==> config.mk <==
export PLATFORM = sky130hd
export DESIGN_NAME = fetch_unit
export DESIGN_NICKNAME = d
export VERILOG_FILES = /design/src/logic/fetch_pkg.sv /design/src/logic/fetch_unit.sv
export VERILOG_INCLUDE_DIRS = /design/src /design/src/include
export SDC_FILE = /design/constraint.sdc
export NUM_CORES = 1
export LEC_CHECK = 0
export BUFFER_PORTS_ARGS = -buffer_cell sky130_fd_sc_hd__buf_2
export CORE_ASPECT_RATIO = 1.1
export CORE_UTILIZATION = 28
export DETAILED_ROUTE_END_ITERATION = 8
export SLEW_MARGIN = 10
export SYNTH_ARGS = -nofsm -noshare
export SYNTH_HDL_FRONTEND = slang
export SYNTH_SLANG_ARGS = --single-unit
==> constraint.sdc <==
create_clock -name clk -period 8.4 [get_ports clk]
set_clock_uncertainty 0.2 [all_clocks]
set_input_delay 1.68 -clock clk [delete_from_list [all_inputs] [get_ports clk]]
set_output_delay 1.68 -clock clk [all_outputs]
set_load 0.005 [all_outputs]
==> src/include/sv32_macros.svh <==
// Sv32 field widths, memory size and reset pc, included by the package and the RTL
`ifndef SV32_MACROS_SVH
`define SV32_MACROS_SVH

// virtual and physical addresses share one width here
`define SV32_ADDR_WIDTH 32

// byte offset inside a 4 KiB page
`define SV32_OFFSET_WIDTH 12

// each of vpn1 and vpn0
`define SV32_VPN_WIDTH 10

// ppn as held in satp and in a PTE
`define SV32_PPN_WIDTH 22

// byte offset inside a word, also the PTE size as a shift
`define WORD_OFFSET_WIDTH 2

// 4096 words of instruction memory
`define MEM_INDEX_WIDTH 12

// first fetch address after reset
`define RESET_PC 32'h0000_3000

`endif

==> src/logic/fetch_pkg.sv <==
// shared vector types and enums for the fetch path, imported by the RTL and the bench
`include "sv32_macros.svh"

package fetch_pkg;

    // one byte address, virtual or physical
    typedef logic [`SV32_ADDR_WIDTH-1:0] addr_t;

    // instruction or PTE
    typedef logic [`SV32_ADDR_WIDTH-1:0] word_t;

    typedef logic [`SV32_PPN_WIDTH-1:0] ppn_t;

    typedef logic [`SV32_VPN_WIDTH-1:0] vpn_t;

    typedef logic [`SV32_OFFSET_WIDTH-1:0] offset_t;

    // word index into the instruction memory
    typedef logic [`MEM_INDEX_WIDTH-1:0] mem_index_t;

    // walk level, 2'b11 stands for -1
    typedef logic [1:0] level_t;

    // privilege encoding as in mstatus.mpp
    typedef enum logic [1:0] {
        U_MODE = 2'b00,
        S_MODE = 2'b01,
        M_MODE = 2'b11
    } priv_mode_t;

    typedef enum logic [2:0] {
        IDLE,
        WALK_REQ,
        WALK_WAIT,
        FETCH_REQ,
        FETCH_WAIT,
        DONE
    } walk_state_t;

endpackage

==> src/logic/fetch_unit.sv <==
// pc sequencer that issues one instruction request at a time and buffers the result
`timescale 1ns/1ps
`include "sv32_macros.svh"

module fetch_unit
    import fetch_pkg::*;
(
    input  logic  clk,
    input  logic  rst,

    input  logic  redirect,
    input  addr_t redirect_pc,

    // request to the walker
    output logic  ireq_valid,
    input  logic  ireq_ready,
    output addr_t ireq_addr,

    // response pulse from the walker, always accepted
    input  logic  iresp_valid,
    input  word_t iresp_inst,

    // downstream stream
    output logic  fetch_valid,
    input  logic  fetch_ready,
    output addr_t fetch_pc,
    output word_t fetch_inst
);

    addr_t pc;
    logic  outstanding;
    logic  buf_valid;
    addr_t buf_pc;
    word_t buf_inst;

    logic  req_fire;
    logic  resp_take;
    logic  out_fire;

    // one access at a time, and only into an empty buffer
    assign ireq_valid = !buf_valid && !outstanding;
    assign ireq_addr  = pc;

    assign req_fire  = ireq_valid && ireq_ready;
    // a response with nothing outstanding belongs to a cancelled access
    assign resp_take = iresp_valid && outstanding;
    assign out_fire  = fetch_valid && fetch_ready;

    always_ff @(posedge clk) begin
        if (rst) begin
            pc          <= `RESET_PC;
            outstanding <= 1'b0;
            buf_valid   <= 1'b0;
        end else if (redirect) begin
            // flush, anything still in flight is dropped later
            pc          <= redirect_pc;
            outstanding <= 1'b0;
            buf_valid   <= 1'b0;
        end else begin
            if (req_fire) begin
                outstanding <= 1'b1;
            end
            if (resp_take) begin
                outstanding <= 1'b0;
                buf_valid   <= 1'b1;
                pc          <= pc + addr_t'(4);
            end else if (out_fire) begin
                buf_valid <= 1'b0;
            end
        end
    end

    // pc is still the requested address while the access is outstanding
    always_ff @(posedge clk) begin
        if (resp_take) begin
            buf_pc   <= pc;
            buf_inst <= iresp_inst;
        end
    end

    assign fetch_valid = buf_valid;
    assign fetch_pc    = buf_pc;
    assign fetch_inst  = buf_inst;

endmodule

# Yosys cells after proc, flatten, opt, wreduce, memory -nomap -nowiden
# Cells that the tools add are included.
[op_classes] order_cmp=0 addsub=1 eq_ne=0 n_mul=0 div=0 bitwise_logic=0 muxes=4 shift=0 n_reduce_logical=10
[op_table] operator="$mux W32" n=2
[op_table] operator="$add A32 B3 Y32 const B" n=1
[op_table] operator="$logic_and A1 B1 Y1" n=4
[op_table] operator="$reduce_bool A2 Y1" n=2
[op_table] operator="$reduce_or A3 Y1" n=1
[op_table] operator="$logic_not A1 Y1" n=2
[op_table] operator="$mux W1" n=2
[op_table] operator="$reduce_or A2 Y1" n=1
[totals] mem_bits_ro=0 reg_bits=98 memories=0 latch_bits=0 ram_bits=0

# Depth between registers and ports, before layout
[logic_depth] ltp_word=3 mapped_depth=6 depth_no_buf=5

# Worst setup path after synthesis
# OpenSTA, ideal clock, no wires.
[synth_path] kind="input to register" from="input iresp_valid" to="register pc[6] (netlist: ireq_addr[6])" arrival_ns=3.762 n_path_buf=0 setup_time_ns=0.086 stages=5 setup_slack_ns=4.353 path_cell_list="nand2_1 -> inv_1 -> nand4_1 -> xor2_1 -> a211oi_1"
[synth_via] elab_chain_cells=2
[synth_rtl] element="start: declaration" line="fetch_unit.sv:20" source="input logic iresp_valid,"
[synth_rtl] element="$logic_and A1 B1 Y1" line="fetch_unit.sv:46" source="assign resp_take = iresp_valid && outstanding;"
[synth_rtl] element="net resp_take" line="fetch_unit.sv:37" source="logic resp_take;"
[synth_rtl] element="$reduce_bool A2 Y1 (no line)"
[synth_rtl] element="end signal: assignment" line="fetch_unit.sv:51" source="pc <= `RESET_PC;"
[synth_rtl] element="end signal: assignment" line="fetch_unit.sv:56" source="pc <= redirect_pc;"
[synth_rtl] element="end signal: assignment" line="fetch_unit.sv:66" source="pc <= pc + addr_t'(4);"
[synth_rtl] element="end: declaration" line="fetch_unit.sv:30" source="addr_t pc;"
# The timed path passes the listed nets, and every way through them passes these cells.
# A chain may end at the register's enable or synchronous reset.

# Worst setup path in the final report
[layout_path] from="input redirect" to="register pc[31] (netlist: ireq_addr[31])"
[layout_via] elab_chain_cells=1
[layout_rtl] element="start: declaration" line="fetch_unit.sv:11" source="input logic redirect,"
[layout_rtl] element="$mux W32 / $reduce_bool A2 Y1 (equally long branches)"
# Several ways; a longest one is shown, not always the timed one.

==> impl_metrics.json <==
{
  "finish.instance_area_um2": 5220,
  "place_area_um2": 4930,
  "layout_min_cycle_time_ns": 4.15,
  "htree_levels": 3,
  "power.clock.fraction": 0.393,
  "drt.antenna.violating_nets": 0,
  "internal_power_uw": 797,
  "most_common_library_cells_after_synthesis": "64 x sky130_fd_sc_hd__edfxtp_1, 34 x sky130_fd_sc_hd__dfxtp_1, 26 x sky130_fd_sc_hd__nor2_1",
  "clk-insertion-delay-late_ns": 0.34,
  "yosys.cell_count.top_type": "sky130_fd_sc_hd__edfxtp_1",
  "cts.repair_timing.setup_buffer_count": 0,
  "clock_sinks": 98,
  "startpoint": "redirect",
  "power_frac_comb": 0.070,
  "worst_r2r_endpoint": "ireq_addr[23]$_SDFFE_PP0N_",
  "die_h_um": 126,
  "detailedRoute.firstIterationViolations": 248,
  "timing.slew.headroom": 0.258,
  "antennaDiodeCount": 0,
  "p_sw_uw": 234,
  "worst_setup_hold_path_clk_slew_ns": 0.07,
  "setup_violations": 0,
  "synth_cell_type_count": 40,
  "synth_flop_cell": "sky130_fd_sc_hd__edfxtp_1",
  "synthesis.nets": 387,
  "endpoint_kind": "register",
  "number_of_cells_on_the_critical_path": 5,
  "grt_pass1_wl_mm": 16.0,
  "critical-path-max-stage-delay_ns": 1.05,
  "max-vdd-ir-drop_uv": 93.3,
  "yosys.area.top_type_share": 0.492,
  "regToRegSetupSlack_ns": 5.69,
  "portBuffers": 167,
  "crit_required_ns": 8.43,
  "synth.largest_area_cell": "sky130_fd_sc_hd__edfxtp_1",
  "power.sequential.fraction": 0.537,
  "worst-r2r-cell-count": 4,
  "power-per-cell-area_nw_per_um2": 198,
  "synthesis.instances": 316,
  "die-width_um": 115,
  "timing_hold_violations_final": 0,
  "asyncSetResetFlopFracSynth": 0,
  "path_cells": "buf_2, clkinv_1, nand3b_1, a21oi_1, or3_1",
  "cts-root-to-sink-buffers": 2,
  "critPathBufInv": 2,
  "drive_above_1_share": 0.385,
  "timing.critical_path.arrival_ns": 4.17,
  "ys.warnings.count": 0,
  "switching_share": 0.227,
  "ioPinCount": 168,
  "critPathCapture": "ireq_addr[31]$_SDFFE_PP0N_",
  "num_vias": 3199,
  "grt.total_usage": 0.146,
  "core_area_um2": 13400,
  "grt_antenna_before_repair": 0,
  "cts_tree": "yes",
  "area_added_between_synthesis_and_finish_pct": 33.5,
  "cts.repair.resized": 0,
  "num_rows": 44,
  "start_util": 0.291,
  "detail_route.wirelength_mm": 10.6,
  "cts_root_buffer": "sky130_fd_sc_hd__clkbuf_16",
  "critical_path_class": "in2reg",
  "routed_wire_length_per_instance_um": 15.8,
  "yosys-top-cells-area": "sky130_fd_sc_hd__edfxtp_1 49%, sky130_fd_sc_hd__dfxtp_1 17%, sky130_fd_sc_hd__nor2_1 2.5%",
  "cts_hold_buffers": 0,
  "post_synth_instance_area_um2": 3910,
  "number_of_flops_mapped_to_enable_cells_by_yosys": 64,
  "cts_made_buffers": 9,
  "synth-seq-area-share": 0.666,
  "globalplace.congestion": 0.782,
  "fmax_mhz": 241,
  "fin_setup_tns_ns": 0,
  "slew_of_the_pin_with_the_lowest_slew_margin_ns": 1.10,
  "number_of_nets_at_the_end_of_the_flow": 552,
  "crit_path_max_fanout": 39,
  "fin_crit_sh": 0.494,
  "timing.hold.worst.class": "reg2reg",
  "drcViolationCount": 0,
  "r2r-start": "ireq_addr[4]$_SDFFE_PP0N_",
  "gr-total-overflow": 0,
  "post_synthesis_mean_instance_area_um2": 12.4,
  "setup.worst_path.start_class": "input port",
  "dp_hpwl_mm": 7.60,
  "die_area_um2": 14400,
  "finalMaxSlewViolations": 0,
  "grt_max_degree": 49,
  "power_leakage_uw": 0.00204,
  "rsz0062_at_grt": "no",
  "drtPass1Iterations": 4,
  "vias_per_cell": 4.77,
  "number_of_global_route_vias_before_repair": 3021,
  "cp_top_family": "buffers and inverters",
  "fillers": 1373,
  "status": "finished clean",
  "critical_path.slowest_cell": "sky130_fd_sc_hd__clkinv_1",
  "timing.max_cap.violations": 0,
  "postSynthRegisterBits": 98
}
[worst min-delay path by stage]
stage                                           from                     end  slack, ns  cells past startpoint
after floorplan           ireq_addr[12]$_SDFFE_PP1N_  fetch_pc[12]$_DFFE_PP_       0.25                      0
after global placement     ireq_addr[1]$_SDFFE_PP0P_   fetch_pc[1]$_DFFE_PP_       0.30                      0
after detailed placement  ireq_addr[31]$_SDFFE_PP0N_  fetch_pc[31]$_DFFE_PP_       0.30                      0
after CTS                 ireq_addr[31]$_SDFFE_PP0N_  fetch_pc[31]$_DFFE_PP_       0.32                      0
after global routing       ireq_addr[0]$_SDFFE_PP0P_   fetch_pc[0]$_DFFE_PP_       0.33                      0
final                      ireq_addr[0]$_SDFFE_PP0P_   fetch_pc[0]$_DFFE_PP_       0.30                      0
[placed cells by master, fill, tap and decap left out, drive strengths merged, types with 8 or more instances in the layout]
cell,instances
nand2,18
nor4,9
nor3,16
nand4,15
a311oi,9
nor2,26
and4,9
buf,168
nand3,8
edfxtp,64
a211oi,11
a21oi,8
clkbuf,10
dfxtp,34
inv,13
[power groups by stage]
stage | registers [uW] | logic, uW | clock network, uW
2_1_floorplan | 560 | 31.7 | 0
3_3_place_gp | 564 | 72.1 | 0
3_5_place_dp | 565 | 73.5 | 0
4_1_cts | 554 | 73.8 | 417
5_1_grt | 558 | 81.3 | 434
6_report | 554 | 72.5 | 405
[final cells by class]
type	instances	area [um^2]	share of cell area
tap	184	230	0.0441
inverter	15	57.6	0.0110
sequential	98	2600	0.499
clock inverter	6	57.6	0.0110
timing repair buffer	168	843	0.162
clock buffer	10	229	0.0439
multi-input combinational	189	1200	0.230
[metal layers]
metal	GRT usage	wire length, um
met1	0.184	4670
met5	0	0
met4	0.0611	164
met3	0.0371	681
met2	0.238	5080
[worst register-to-register path: cells and delay by family, from the launching register on]
family	cells	cell delay [ns]
DFF	1	0.48
AOI/OAI and AO/OA	2	0.56
and+or+nand+nor	2	1.34
[flip-flops by register name, summed over array words and instances (netlist names)]
register and cells:
fetch_inst 32, fetch_pc 32, ireq_addr 32, fetch_valid 1, outstanding 1
[cell families (layout without fill, tap and decap cells)]
logic type	count (synthesis)	after routing	synth area share
and+or+nand+nor	123	123	0.173
buffers and inverters	29	199	0.0278
DFF	98	98	0.666
AOI/OAI and AO/OA	50	50	0.0957
adders and majority gates	1	1	0.00320
xor gates and xnor gates	12	12	0.0269
muxes	3	3	0.00768
[per-stage QoR]
stage	power, uW	hold WS, ns	instances	utilization	worst slack (ns)
floorplan	592	0.252	316	-	4.35
global placement	637	0.300	654	0.367	4.48
detailed placement	639	0.302	654	0.367	4.39
CTS	1050	0.321	670	0.389	4.74
global route	1070	0.327	670	0.389	3.99
finish	1030	0.297	670	0.389	4.25
Note: power is estimated with default switching activity, not from simulation.
