<file path="src/include/sv32_macros.svh">
// Sv32 field widths, memory size and reset pc, included by the package and the RTL
`ifndef SV32_MACROS_SVH
`define SV32_MACROS_SVH

// virtual and physical addresses share one width here
`define SV32_ADDR_WIDTH 32

// byte offset inside a 4 KiB page
`define SV32_OFFSET_WIDTH 12

// each of vpn1 and vpn0
`define SV32_VPN_WIDTH 10

// ppn as held in satp and in a PTE
`define SV32_PPN_WIDTH 22

// byte offset inside a word, also the PTE size as a shift
`define WORD_OFFSET_WIDTH 2

// 4096 words of instruction memory
`define MEM_INDEX_WIDTH 12

// first fetch address after reset
`define RESET_PC 32'h0000_3000

`endif

</file>
<file path="src/logic/fetch_pkg.sv">
// shared vector types and enums for the fetch path, imported by the RTL and the bench
`include "sv32_macros.svh"

package fetch_pkg;

    // one byte address, virtual or physical
    typedef logic [`SV32_ADDR_WIDTH-1:0] addr_t;

    // instruction or PTE
    typedef logic [`SV32_ADDR_WIDTH-1:0] word_t;

    typedef logic [`SV32_PPN_WIDTH-1:0] ppn_t;

    typedef logic [`SV32_VPN_WIDTH-1:0] vpn_t;

    typedef logic [`SV32_OFFSET_WIDTH-1:0] offset_t;

    // word index into the instruction memory
    typedef logic [`MEM_INDEX_WIDTH-1:0] mem_index_t;

    // walk level, 2'b11 stands for -1
    typedef logic [1:0] level_t;

    // privilege encoding as in mstatus.mpp
    typedef enum logic [1:0] {
        U_MODE = 2'b00,
        S_MODE = 2'b01,
        M_MODE = 2'b11
    } priv_mode_t;

    typedef enum logic [2:0] {
        IDLE,
        WALK_REQ,
        WALK_WAIT,
        FETCH_REQ,
        FETCH_WAIT,
        DONE
    } walk_state_t;

endpackage

</file>
<file path="src/logic/page_table_walker.sv">
// Sv32 two-level page table walker between the fetch unit and memory, bare mode passes through
`timescale 1ns/1ps
`include "sv32_macros.svh"

module page_table_walker
    import fetch_pkg::*;
(
    input  logic        clk,
    input  logic        rst,
    input  logic        kill,

    input  priv_mode_t  priv_mode,
    input  word_t       satp,

    // instruction side
    input  logic        ireq_valid,
    output logic        ireq_ready,
    input  addr_t       ireq_addr,
    output logic        iresp_valid,
    output addr_t       iresp_addr,
    output word_t       iresp_inst,

    // memory side
    output logic        mem_req_valid,
    input  logic        mem_req_ready,
    output addr_t       mem_req_addr,
    input  logic        mem_resp_valid,
    input  word_t       mem_resp_data
);

    walk_state_t state;
    addr_t       req_addr;
    level_t      level;
    addr_t       next_addr;
    word_t       inst_q;

    logic        sv32_en;
    ppn_t        satp_ppn;
    vpn_t        ireq_vpn1;
    vpn_t        vpn0;
    offset_t     page_offset;
    ppn_t        pte_ppn;
    logic        pte_leaf;
    logic        bare_fire;

    // PTE address: ppn * 4096 + vpn * 4
    function automatic addr_t pte_addr(ppn_t ppn, vpn_t vpn);
        logic [`SV32_PPN_WIDTH+`SV32_OFFSET_WIDTH-1:0] full;
        full = {ppn, vpn, {`WORD_OFFSET_WIDTH{1'b0}}};
        return full[`SV32_ADDR_WIDTH-1:0];
    endfunction

    // 34-bit physical address cut to the bus width
    function automatic addr_t phys_addr(ppn_t ppn, offset_t off);
        logic [`SV32_PPN_WIDTH+`SV32_OFFSET_WIDTH-1:0] full;
        full = {ppn, off};
        return full[`SV32_ADDR_WIDTH-1:0];
    endfunction

    // satp.asid is not used, there is no TLB to tag
    assign sv32_en  = (priv_mode != M_MODE) && satp[`SV32_ADDR_WIDTH-1];
    assign satp_ppn = satp[`SV32_PPN_WIDTH-1:0];

    assign ireq_vpn1   = ireq_addr[`SV32_ADDR_WIDTH-1 -: `SV32_VPN_WIDTH];
    assign vpn0        = req_addr[`SV32_OFFSET_WIDTH +: `SV32_VPN_WIDTH];
    assign page_offset = req_addr[`SV32_OFFSET_WIDTH-1:0];

    // only R and X are looked at, V/A/D/U are ignored
    assign pte_ppn  = mem_resp_data[`SV32_ADDR_WIDTH-1 -: `SV32_PPN_WIDTH];
    assign pte_leaf = mem_resp_data[1] || mem_resp_data[3];

    assign bare_fire = ireq_valid && mem_req_ready;

    // mode mux, kill keeps a cancelled request off the memory
    always_comb begin
        if (sv32_en) begin
            ireq_ready    = (state == IDLE);
            mem_req_valid = !kill && ((state == WALK_REQ) || (state == FETCH_REQ));
            mem_req_addr  = next_addr;
            iresp_valid   = (state == DONE);
            iresp_inst    = inst_q;
        end else begin
            ireq_ready    = mem_req_ready;
            mem_req_valid = !kill && ireq_valid;
            mem_req_addr  = ireq_addr;
            iresp_valid   = mem_resp_valid;
            iresp_inst    = mem_resp_data;
        end
    end

    assign iresp_addr = req_addr;

    always_ff @(posedge clk) begin
        if (rst || kill) begin
            state <= IDLE;
        end else begin
            case (state)
                IDLE: begin
                    if (sv32_en && ireq_valid) begin
                        state <= WALK_REQ;
                    end
                end
                WALK_REQ: begin
                    if (mem_req_valid && mem_req_ready) begin
                        state <= WALK_WAIT;
                    end
                end
                WALK_WAIT: begin
                    if (mem_resp_valid) begin
                        // a leaf, or a level-0 table pointer, ends the walk
                        if (pte_leaf || level == 2'b00) begin
                            state <= FETCH_REQ;
                        end else begin
                            state <= WALK_REQ;
                        end
                    end
                end
                FETCH_REQ: begin
                    if (mem_req_valid && mem_req_ready) begin
                        state <= FETCH_WAIT;
                    end
                end
                FETCH_WAIT: begin
                    if (mem_resp_valid) begin
                        state <= DONE;
                    end
                end
                default: begin
                    state <= IDLE;
                end
            endcase
        end
    end

    // walk datapath
    always_ff @(posedge clk) begin
        if (state == IDLE && sv32_en && ireq_valid) begin
            req_addr  <= ireq_addr;
            level     <= 2'b01;
            next_addr <= pte_addr(satp_ppn, ireq_vpn1);
        end else if (state == IDLE && !sv32_en && bare_fire) begin
            // bare mode response carries this address back
            req_addr <= ireq_addr;
        end
        if (state == WALK_WAIT && mem_resp_valid) begin
            if (pte_leaf) begin
                case (level)
                    // megapage: ppn1 joined with vpn0
                    2'b01: next_addr <= phys_addr(
                        {pte_ppn[`SV32_PPN_WIDTH-1:`SV32_VPN_WIDTH], vpn0}, page_offset);
                    2'b00: next_addr <= phys_addr(pte_ppn, page_offset);
                    default: next_addr <= '0;
                endcase
            end else if (level == 2'b00) begin
                // level -1 has no fault here, fetch from address 0
                level     <= level - 2'b01;
                next_addr <= '0;
            end else begin
                level     <= level - 2'b01;
                next_addr <= pte_addr(pte_ppn, vpn0);
            end
        end
        if (state == FETCH_WAIT && mem_resp_valid) begin
            inst_q <= mem_resp_data;
        end
    end

endmodule

</file>
<file path="config.mk">
export PLATFORM = sky130hd
export DESIGN_NAME = page_table_walker
export DESIGN_NICKNAME = d
export VERILOG_FILES = /design/src/logic/fetch_pkg.sv /design/src/logic/page_table_walker.sv
export VERILOG_INCLUDE_DIRS = /design/src /design/src/include
export SDC_FILE = /design/constraint.sdc
export NUM_CORES = 1
export LEC_CHECK = 0
export BUFFER_PORTS_ARGS = -buffer_cell sky130_fd_sc_hd__buf_2
export CAP_MARGIN = 25
export CORE_MARGIN = 2
export CORE_UTILIZATION = 24
export CTS_BUF_LIST = sky130_fd_sc_hd__clkbuf_4
export CTS_CLUSTER_DIAMETER = 150
export DETAILED_ROUTE_END_ITERATION = 16
export GPL_TIMING_DRIVEN = 0
export SETUP_SLACK_MARGIN = 0.2
export SYNTH_ARGS = -nofsm -noshare
export SYNTH_HDL_FRONTEND = slang
export SYNTH_SLANG_ARGS = --single-unit
export TNS_END_PERCENT = 100
</file>
<file path="constraint.sdc">
create_clock -name clk -period 3.4 [get_ports clk]
set_input_delay 0 -clock clk [delete_from_list [all_inputs] [get_ports clk]]
set_output_delay 0 -clock clk [all_outputs]
set_load 0.03 [all_outputs]
</file>
* Word level (Yosys, flattened, before mapping)
Index checks and enable logic that the tools add are counted.
Storage, ports and cells: flip-flop bits (word level) 101, bits of input ports 104, output and inout port bits 99
Operators by class: $add $sub $neg 1, equality and inequality tests 12, mux-type cells 22, reduce and logical (&&, ||, !) cells 23
Operator list (count):
- $mux 32 | 8
- $pmux 32 s2 | 1
- $mux 3 | 5
- $pmux 3 s5 | 1
- $logic_and 1x1->1 | 12
- $mux 2 | 4
- $ne 2x2->1 const B | 4
- $eq 3x2->1 const B | 2
- $eq 3x3->1 const B | 2
- $reduce_and 5->1 | 1
- $logic_or 1x1->1 | 4
- $ne 2x1->1 const B | 2
- $reduce_bool 2->1 | 2
- $eq 3x1->1 const B | 1
- $logic_not 3->1 | 1
- $mux 1 | 3
- $eq 2x1->1 const B | 1
- $logic_not 1->1 | 2
- $logic_not 2->1 | 1
- $sub 2x1->2 const B | 1

* Longest topological paths before layout
depth after elaboration 7, gate-level depth with buffers 7, mapped depth without buffers 6

* Worst setup path after synthesis
OpenSTA, ideal clock, no wires.
kind register to register, start point reg state[0], end point reg inst_q[0] (enable), library setup time 0.421 ns, arrival 2.006 ns, required time 2.979 ns, slack 0.973 ns, cell stages (with the launch flop) 4, path buffers 1, clock period less this slack 2.427 ns, path through dfxtp_1 -> clkbuf_1 -> nand3b_1 -> nor2_1
Between the ends: word-level cells in the longest chain between the ends 2
Ends and longest elaborated chain:
- start, declared | line page_table_walker.sv:31 | walk_state_t state;
- start signal, assigned | line page_table_walker.sv:95 | state <= IDLE;
- start signal, assigned | line page_table_walker.sv:100 | state <= WALK_REQ;
- start signal, assigned | line page_table_walker.sv:105 | state <= WALK_WAIT;
- $eq 3x3->1 | line page_table_walker.sv:163 | if (state == FETCH_WAIT && mem_resp_valid) begin
- $logic_and 1x1->1 | line page_table_walker.sv:163
- end signal, assigned | line page_table_walker.sv:164 | inst_q <= mem_resp_data;
- end, declared | line page_table_walker.sv:35 | word_t inst_q;
Every way passes these cells. A chain may end at the register's enable or synchronous reset.

* Final worst setup path
start point reg state[1], end point reg next_addr[20] (enable)
Between the ends: word-level cells in the longest chain between the ends 4, elaborated cells on any way between the ends 6, those cells by class 1 x eq/ne; 5 x reduce/logical
Ends and longest elaborated chain:
- $logic_not 3->1 | line page_table_walker.sv:137 | if (state == IDLE && sv32_en && ireq_valid) begin
- $logic_and 1x1->1 (2 in a row) | line page_table_walker.sv:137
- $reduce_bool 2->1 (no source line) (*)
- end signal, assigned | line page_table_walker.sv:140 | next_addr <= pte_addr(satp_ppn, ireq_vpn1);
- end signal, assigned | line page_table_walker.sv:149 | 2'b01: next_addr <= phys_addr(
- end signal, assigned | line page_table_walker.sv:151 | 2'b00: next_addr <= phys_addr(pte_ppn, page_offset);
- end, declared | line page_table_walker.sv:34 | addr_t next_addr;
Every way passes the cells marked *; elsewhere a longest branch is shown, timed or not.

==> reports/results.ini <==
[outcome]
status=finished, final reports clean

[global_routing]
first_global_vias=4479
grt_start_max_net_pins=33
grt_pass1_wl_mm=24.0
grt_antenna_before_repair=1
grt_overflow_total=0
grtUsageTotal_pct=15.7

[sta]
max_slew_margin_pct=43.1
finClkSkew_ns=0.0102
hold_viol=0
tightest_slew_ns=0.850
setup-violations-final=0
final.min_clock_period_ns=2.41
rsz0062_at_grt=false
period_share_pct=71.0
setup_tns_ns=0
fmax_ghz=0.414
slew_violations=0

[clock_tree]
postCtsResizedCells=0
cts-root-buf=clkbuf_4
clk_pin_slew_worst_paths_ns=0.14
cts_sinks=101
clkLatencyLatePin_ns=0.46
cts_buffers=9
cts_max_level=3
clk_path_buf_depth=2
cts_tree=done

[finish]
fin_util_pct=37.2
nFillCells=1893
layout_commonest_cell=nand2_1
final_nets=869
seq_area_mm2=0.00298
final_cells=1028
mostFrequentLayoutCells=241 x nand2_1, 196 x buf_2, 96 x edfxtp_1
multi_input_area_mm2=0.00154
drive_gt1_share_pct=28.7
area_growth_pct=50.9

[route]
wl_met2_mm=7.95
first_iter_violations=316
wl_per_cell_um=15.8
wl_met1_mm=6.95
dr.pass1.iters=5
drc=0
vias=4425
viasPerCell=4.30
wl_met3_um=973
top_layer=met4
routed_wl_mm=16.2
ant_nets=0

[place]
gp_congestion=0.783
placed_cells=920
port_buffers=191
post-dp-hpwl_mm=11.6

[critical_path]
path_max_fanout=32
cp-end-kind=flop
crit_required_ns=3.43
cp_data_arrival_time_ns=2.44
path_class=reg -> reg
startpoint_type=flop

[logic_synthesis]
synthesis.area_mm2=0.00464
ys_async_sr_fraction_pct=0
synth.ff_latch_count=101
avgSynthCellArea_um2=9.95
synth_cell_type_count=38
synth_ff_type=edfxtp_1
synth-edff-count=96
ys_warn_count=0
ys_seq_area_share_pct=64.2
synth_fp_nets=573
synthCells=467

[power]
power_density_mw_per_mm2=370
vdd_ir_drop_max_uv=210
leakagePower_uw=0.00316

[run]
max_cap_violations=0

[die]
initial_core_util_pct=24.7
io_pins=203
die-height_um=143
die_area_mm2=0.0205
die_w_um=143
core_area_mm2=0.0188
rows=50

[worst_hold_path]
hp-class=in -> reg

## layer usage
metal  up-vias  GRT usage [%]
met5         -              0
met4         0           5.78
met3        23           3.59
met2       168           27.5
met1      2048           18.9
li1       2186              -
## repair_timing
action	CTS	global route
hold buffers	92	0
endpoints found under the setup margin	0	0
buffers inserted	0	0
endpoints found under the hold margin	99	0
## state kept, by name, summed over array words and instances, names as in the netlist
signal      cells
level           2
next_addr      32
inst_q         32
state           3
iresp_addr     32
## kinds of logic (layout without fill, tap and decap cells)
group	Yosys count	in the layout	share of synthesized area [%]
fa+ha+maj	2	2	0.539
compound gates	66	66	9.24
buf+inv	32	332	2.88
simple gates	263	263	22.3
xor+xnor	1	1	0.350
mux	2	2	0.458
flops	101	101	64.2
other cells	0	1	0
## synth_stat cells (all sizes together) (2+ instances only)
cell type | instances | area share [%]
o21ai | 33 | 3.6
and3 | 2 | 0.27
clkbuf | 20 | 1.6
buf | 7 | 0.86
a21oi | 2 | 0.22
a21boi | 2 | 0.40
nor2 | 6 | 0.54
ha | 2 | 0.54
inv | 5 | 0.40
dfxtp | 5 | 2.2
edfxtp | 96 | 62
nor2b | 3 | 0.40
nand2 | 242 | 20
nor3 | 4 | 0.43
a22oi | 20 | 3.2
## stage by stage
stage               instance area (um2)  setup WS, ns  total power (uW)  hold WS (ns)
finish                             7010         0.986              2600        0.0706
global route                       7010         0.782              2720        0.0239
CTS                                7000         0.913              2630        0.0262
detailed placement                 5980         0.934              2000         0.192
global placement                   5930       0.00763              2000         0.192
floorplan                          4640         0.973              1770        0.0989
## where the power goes
| group | leakage [uW] | internal (uW) | total [uW] | switching (uW) |
|---|---|---|---|---|
| registers | 0.000929 | 1410 | 1430 | 18.9 |
| clock network | 0.0000592 | 156 | 541 | 385 |
| logic | 0.00217 | 224 | 627 | 403 |
## worst paths after layout
path	startpoint	endpoint	slack [ns]	cells past startpoint
min	mem_req_ready	iresp_addr[0]	0.07	2
max reg2reg	state[1]	next_addr[20]	0.99	5
min reg2reg	level[1]	level[1]	0.51	1
max	state[1]	next_addr[20]	0.99	5
## worst max-delay path, cell delays in order, from the launching register on
cell and delay [ns]:
dfxtp_1 0.32, buf_2 0.17, nand4bb_1 0.11, clkbuf_1 0.29, clkbuf_1 0.45, nand2_2 0.63
## area by class of cell
| cell class | instances | share of cell area, % |
|---|---|---|
| Buffer | 27 | 1.64 |
| Inverter | 5 | 0.268 |
| Timing Repair Buffer | 285 | 27.5 |
| Antenna cell | 1 | 0.0357 |
| Multi-Input combinational cell | 334 | 22.0 |
| Sequential cell | 101 | 42.6 |
| Clock buffer | 11 | 1.18 |
| Clock inverter | 4 | 0.232 |
| Tap cell | 260 | 4.64 |
(Power assumes the default switching activity.)
